## src/source/mdu_pkg.sv

```systemverilog
package mdu_pkg;

    // ------------------------------
    // data and tag widths
    // ------------------------------
    localparam int XLEN      = 32;
    localparam int ROB_DEPTH = 32;
    localparam int ROB_ID_W  = $clog2(ROB_DEPTH);

    typedef logic [XLEN-1:0]     word_t;
    typedef logic [ROB_ID_W-1:0] rob_id_t;

    // ------------------------------
    // queue and bus sizes
    // ------------------------------
    localparam int IQ_SIZE    = 8;
    localparam int IQ_PTR_W   = 3;
    localparam int DISPATCH_W = 2;
    localparam int CDB_W      = 2;

    // one quotient bit per step
    localparam int DIV_STEPS = 32;
    localparam int DIV_CNT_W = $clog2(DIV_STEPS);

    // ------------------------------
    // opcodes and states
    // ------------------------------
    typedef enum logic [2:0] {
        MDU_MUL   = 3'd0,
        MDU_MULH  = 3'd1,
        MDU_MULHU = 3'd2,
        MDU_DIV   = 3'd4,
        MDU_DIVU  = 3'd5,
        MDU_REM   = 3'd6,
        MDU_REMU  = 3'd7
    } mdu_op_e;

    typedef enum logic [1:0] {
        DIV_IDLE,
        DIV_RUN,
        DIV_DONE
    } div_state_e;

endpackage
```

## src/source/mdu_unit.sv

```systemverilog
`timescale 1ns/1ns

module mdu_unit (
    input  logic             clk,
    input  logic             reset_i,
    input  logic             flush_i,
    input  logic             issue_valid_i,
    input  mdu_pkg::mdu_op_e issue_op_i,
    input  mdu_pkg::rob_id_t issue_rob_id_i,
    input  mdu_pkg::word_t   issue_a_i,
    input  mdu_pkg::word_t   issue_b_i,
    input  logic             result_ready_i,
    output logic             issue_ready_o,
    output logic             result_valid_o,
    output mdu_pkg::rob_id_t result_rob_id_o,
    output mdu_pkg::word_t   result_data_o
);
    import mdu_pkg::*;

    mdu_op_e op_q;
    rob_id_t rob_q;
    word_t   a_q;
    word_t   b_q;
    logic    busy_q;
    logic    go_q;
    logic    accept;

    // decode of the held opcode
    logic    is_div;
    logic    is_rem;
    logic    div_sgn;
    logic    mul_sgn;
    logic    div_zero;
    logic    div_ovf;
    word_t   special_res;

    assign accept        = issue_valid_i && !busy_q;
    assign issue_ready_o = !busy_q;

    always_comb begin
        is_div      = op_q inside {MDU_DIV, MDU_DIVU, MDU_REM, MDU_REMU};
        is_rem      = op_q inside {MDU_REM, MDU_REMU};
        div_sgn     = op_q inside {MDU_DIV, MDU_REM};
        mul_sgn     = op_q == MDU_MULH;
        div_zero    = b_q == '0;
        div_ovf     = div_sgn && a_q == {1'b1, {(XLEN-1){1'b0}}} && b_q == '1;
        // x/0 gives all ones, min/-1 gives min
        special_res = is_rem ? (div_zero ? a_q : '0) : (div_zero ? '1 : a_q);
    end

    // ------------------------------
    // multiplier
    // ------------------------------
    logic signed [XLEN:0]     mul_a;
    logic signed [XLEN:0]     mul_b;
    logic signed [2*XLEN+1:0] mul_full;
    logic [2*XLEN-1:0]        prod_q;
    logic                     mul_v_q;
    word_t                    mul_res;

    assign mul_a    = {mul_sgn && a_q[XLEN-1], a_q};
    assign mul_b    = {mul_sgn && b_q[XLEN-1], b_q};
    assign mul_full = (2*XLEN+2)'(mul_a) * (2*XLEN+2)'(mul_b);
    assign mul_res  = (op_q == MDU_MUL) ? prod_q[XLEN-1:0] : prod_q[2*XLEN-1:XLEN];

    // ------------------------------
    // restoring divider
    // ------------------------------
    div_state_e           div_state_q;
    logic [DIV_CNT_W-1:0] cnt_q;
    word_t                rem_q;
    word_t                quo_q;
    word_t                dvs_q;
    logic                 q_neg_q;
    logic                 r_neg_q;
    logic [XLEN:0]        rem_shift;
    logic [XLEN:0]        rem_diff;
    word_t                div_res;

    assign rem_shift = {rem_q, quo_q[XLEN-1]};
    assign rem_diff  = rem_shift - {1'b0, dvs_q};
    assign div_res   = is_rem ? (r_neg_q ? -rem_q : rem_q) : (q_neg_q ? -quo_q : quo_q);

    always_ff @(posedge clk) begin
        if (reset_i || flush_i) begin
            div_state_q <= DIV_IDLE;
            cnt_q       <= '0;
        end else begin
            case (div_state_q)
                DIV_IDLE: begin
                    if (go_q && is_div && !div_zero && !div_ovf) begin
                        div_state_q <= DIV_RUN;
                        cnt_q       <= '0;
                    end
                end
                DIV_RUN: begin
                    cnt_q <= cnt_q + DIV_CNT_W'(1);
                    if (cnt_q == DIV_CNT_W'(DIV_STEPS - 1)) begin
                        div_state_q <= DIV_DONE;
                    end
                end
                default: begin
                    div_state_q <= DIV_IDLE;
                end
            endcase
        end
    end

    // magnitudes load while idle, one quotient bit per run cycle
    always_ff @(posedge clk) begin
        if (div_state_q == DIV_IDLE) begin
            rem_q   <= '0;
            quo_q   <= (div_sgn && a_q[XLEN-1]) ? -a_q : a_q;
            dvs_q   <= (div_sgn && b_q[XLEN-1]) ? -b_q : b_q;
            q_neg_q <= div_sgn && (a_q[XLEN-1] ^ b_q[XLEN-1]);
            r_neg_q <= div_sgn && a_q[XLEN-1];
        end else if (div_state_q == DIV_RUN) begin
            if (!rem_diff[XLEN]) begin
                rem_q <= rem_diff[XLEN-1:0];
                quo_q <= {quo_q[XLEN-2:0], 1'b1};
            end else begin
                rem_q <= rem_shift[XLEN-1:0];
                quo_q <= {quo_q[XLEN-2:0], 1'b0};
            end
        end
    end

    // ------------------------------
    // control and output register
    // ------------------------------
    logic  res_load;
    word_t res_n;

    always_comb begin
        res_load = mul_v_q || div_state_q == DIV_DONE || (go_q && is_div && (div_zero || div_ovf));
        if (mul_v_q) begin
            res_n = mul_res;
        end else if (div_state_q == DIV_DONE) begin
            res_n = div_res;
        end else begin
            res_n = special_res;
        end
    end

    always_ff @(posedge clk) begin
        if (reset_i || flush_i) begin
            busy_q         <= 1'b0;
            go_q           <= 1'b0;
            mul_v_q        <= 1'b0;
            result_valid_o <= 1'b0;
        end else begin
            go_q    <= accept;
            mul_v_q <= go_q && !is_div;
            // busy until the result has left
            if (accept) begin
                busy_q <= 1'b1;
            end else if (result_valid_o && result_ready_i) begin
                busy_q <= 1'b0;
            end
            if (res_load) begin
                result_valid_o <= 1'b1;
            end else if (result_ready_i) begin
                result_valid_o <= 1'b0;
            end
        end
    end

    always_ff @(posedge clk) begin
        if (accept) begin
            op_q  <= issue_op_i;
            rob_q <= issue_rob_id_i;
            a_q   <= issue_a_i;
            b_q   <= issue_b_i;
        end
        if (go_q) begin
            prod_q <= mul_full[2*XLEN-1:0];
        end
        if (res_load) begin
            result_rob_id_o <= rob_q;
            result_data_o   <= res_n;
        end
    end

endmodule

```

## config.mk

```make
export PLATFORM = sky130hd
export DESIGN_NAME = mdu_unit
export DESIGN_NICKNAME = d
export VERILOG_FILES = /design/src/source/mdu_pkg.sv /design/src/source/mdu_unit.sv
export SDC_FILE = /design/constraint.sdc
export NUM_CORES = 2
export LEC_CHECK = 0
export ABC_AREA = 1
export BUFFER_PORTS_ARGS = -buffer_cell sky130_fd_sc_hd__buf_2
export CORE_MARGIN = 3
export CORE_UTILIZATION = 55
export DETAILED_ROUTE_END_ITERATION = 8
export PLACE_DENSITY_LB_ADDON = 0.25
export SLEW_MARGIN = 5
export SYNTH_ARGS = -nofsm -noshare
export SYNTH_HDL_FRONTEND = slang
export SYNTH_SLANG_ARGS = --single-unit
```

## constraint.sdc

```tcl
create_clock -name clk -period 8.58 [get_ports clk]
set_input_delay 1.716 -clock clk [delete_from_list [all_inputs] [get_ports clk]]
set_output_delay 1.716 -clock clk [all_outputs]
set_load 0.03 [all_outputs]
```

==> reports/qor.yml <==
run_status:
  status: "finished, final reports clean"
grt:
  grt_antenna_before_repair: 14
  grt_pass1_wl_um: 299300
  overflow: 0
  grt_pass1_vias: 49830
  grt_max_degree: 67
  grt.total_usage: 0.3709
clock_network:
  clock_latency_ns: 0.59
  cts_root_buffer: "clkbuf_16"
  cts_tree: "yes"
  cts.repair.resized: 0
  htreeDepth: 2
  clk_pin_slew_ns: 0.06
  holdBufCountCts: 0
  cts_sinks: 282
  ctsLongestPathBuffers: 3
  numCtsBuffers: 35
drt:
  ant_nets: 0
  drt_iter0_drc: 5009
  wl_per_cell_um: 22.34
  drc: 0
  vias: 48380
  firstDrtPassIters: 6
  vias_per_cell: 5.539
  finalWirelength_um: 195100
setup_path:
  startpoint: "b_q[18]"
  r2r.worst_path.cells: 23
  r2r-end: "prod_q[53]"
  endpoint: "prod_q[53]"
  worstSetupEndpointType: "flip-flop"
  cp_max_fo: 19
  cp.arrival_ns: 8.83
  required_ns: 8.97
  startpoint_type: "flip-flop"
  r2r-start: "b_q[18]"
  crit_type: "reg2reg"
  rrSetupSlack_ns: 0.14
sta:
  rsz0062_at_grt: "false"
  fmax_ghz: 0.1185
  fin_skew_ns: 0.05097
  slew_headroom: 0.05526
  hold_viol: 0
  tightest_slew_ns: 1.417
  fin_ws_ns: 0.1430
  fin_crit_ns: 8.437
  final-setup-viol-count: 0
  min_period_over_period: 0.9833
  setup-tns-final_ns: 0
  drv_slew: 0
job:
  maxCapViolations: 0
synth:
  synth_top_area_share: 0.3920
  synth_edf_count: 239
  ys_types: 48
  synth_area_um2: 57500
  synth_compound_area_frac: 0.03873
  ys_seq_area_frac: 0.1398
  synth_most_common_cell: "nand2_1"
  synth_area_per_cell_um2: 7.838
  synth.area.top_cells: "fa_1 39%, nand2_1 13%, edfxtp_1 12%, inv_1 12%, ha_1 5.5%"
  synthXorXnorAreaFrac: 0.01782
  synth_commonest_cells: "1973 x nand2_1, 1827 x inv_1, 1126 x fa_1"
  syn_nets: 8792
  synthSimpleGateAreaFrac: 0.2117
  synth_top_family_by_area: "adder cells"
  syn_inst: 7337
  yosys_warnings: 0
  synth_flop_cell: "edfxtp_1"
  yosys_register_bits: 282
  synth-async-reset-ratio: 0
  synth_mux_area_frac: 0
  synth_adder_area_share: 0.4468
  synth_top_cell_by_area: "fa_1"
floorplanning:
  coreArea_um2: 102800
  fp-row-count: 117
  start_util: 0.5596
  die_w_um: 329.3
  die_area_um2: 108500
  die_h_um: 329.3
  num_io_pins: 116
place:
  gp_congestion: 1.038
  pre_cts_ws_ns: 0.4007
  dpl.hpwl_um: 160600
  io_buffers: 115
  dp_cells: 8665
layout:
  nets: 8790
  final_cells: 8735
  area_delta_synth_final_pct: 6.129
  drive_gt1_frac: 0.06290
worst_hold_path:
  worstHoldPathType: "reg2reg"
[worst min path at each step]
| stage | cells past startpoint | end | slack [ns] | from |
|---|---|---|---|---|
| final | 0 | result_rob_id_o[4] | 0.42 | rob_q[4] |
| after global routing | 0 | result_rob_id_o[0] | 0.44 | rob_q[0] |
| after CTS | 0 | result_rob_id_o[4] | 0.42 | rob_q[4] |
| after detailed placement | 0 | result_rob_id_o[1] | 0.41 | rob_q[1] |
| after global placement | 0 | result_rob_id_o[0] | 0.40 | rob_q[0] |
| after floorplan | 0 | result_rob_id_o[0] | 0.40 | rob_q[0] |
[placed cells by master, fill, tap and decap left out, types with 4 or more instances in the layout]
cell       instances
inv_1           1825
fa_1            1126
o211ai_1          12
a21oi_1          149
buf_12            10
o21ai_1           11
nor2_2            15
nand3_2           22
clkinv_1           8
nor3_1            40
clkbuf_16         35
diode_2            6
or2_2              6
ha_1             252
nand2_1         1973
buf_4            169
nand3b_1          10
dfxtp_1           42
nand2_2           48
nor2_4             5
o21ai_0          209
a21o_1             7
buf_2            115
nor2_1           472
edfxtp_1         239
inv_2              9
nand3_1          302
xnor2_1           33
o21bai_1          18
bufinv_16          4
nand4_1           52
nor4_1             5
xor2_1            84
clkbuf_1           7
[registers in the layout (all words and copies together), names as in the netlist]
name	cells
b_q	32
op_q	3
go_q	1
quo_q	32
rob_q	5
result_valid_o	1
prod_q	64
dvs_q	32
div_state_q	2
busy_q	1
cnt_q	5
a_q	32
q_neg_q	1
mul_v_q	1
result_data_o	32
rem_q	32
result_rob_id_o	5
r_neg_q	1
[layout make-up]
type / instances / area, um^2
fill: 9460 / 41740
multi-input combinational: 4883 / 41140
sequential: 282 / 8039
inverter: 1839 / 6904
timing repair buffer: 294 / 2044
tap: 1368 / 1712
clock buffer: 43 / 915.9
clock inverter: 20 / 260.3
antenna: 6 / 15.01
[stage by stage]
step	util	hold slack [ns]	instance area (um^2)
final	0.5939	0.4207	61030
after global routing	0.5937	0.4420	61010
after CTS	0.5935	0.4226	60990
after detailed placement	0.5821	0.4095	59820
after global placement	0.5821	0.4032	59820
after floorplan	-	0.4003	57500
[repair_timing]
item | 4_1_cts | 5_1_grt
hold endpoints to repair | 0 | 0
setup endpoints to repair | 0 | 2
buffers inserted | 0 | 1
[routing by layer]
layer / GRT usage / wire length [um]
met1: 0.4717 / 71500
met2: 0.5804 / 87440
met3: 0.09352 / 22410
met4: 0.2106 / 13720
met5: 0 / 71
[critical path: stages (launching register included)]
cell and delay [ns]:
edfxtp_1 1.07, buf_4 0.38, nand2_1 0.11, fa_1 0.55
inv_1 0.05, fa_1 0.53, inv_1 0.05, fa_1 0.51
fa_1 0.56, inv_1 0.05, fa_1 0.47, inv_1 0.05
fa_1 0.47, fa_1 0.51, inv_1 0.05, fa_1 0.60
ha_1 0.51, nand2_1 0.13, o21ai_0 0.53, a21oi_1 0.20
o21ai_0 0.35, nand2_1 0.09, nand3_1 0.12, xor2_1 0.27
[cell families (layout without fill, tap and decap cells)]
kind of cell,after synthesis,after routing
other cells,0,6
compound gates,420,420
buf+inv,2172,2196
simple gates,2968,2968
fa+ha+maj,1378,1378
flops,282,282
xor+xnor,117,117
Power is not shown: default switching activity piles up to over one toggle a cycle in this logic, so the estimate is an artifact.
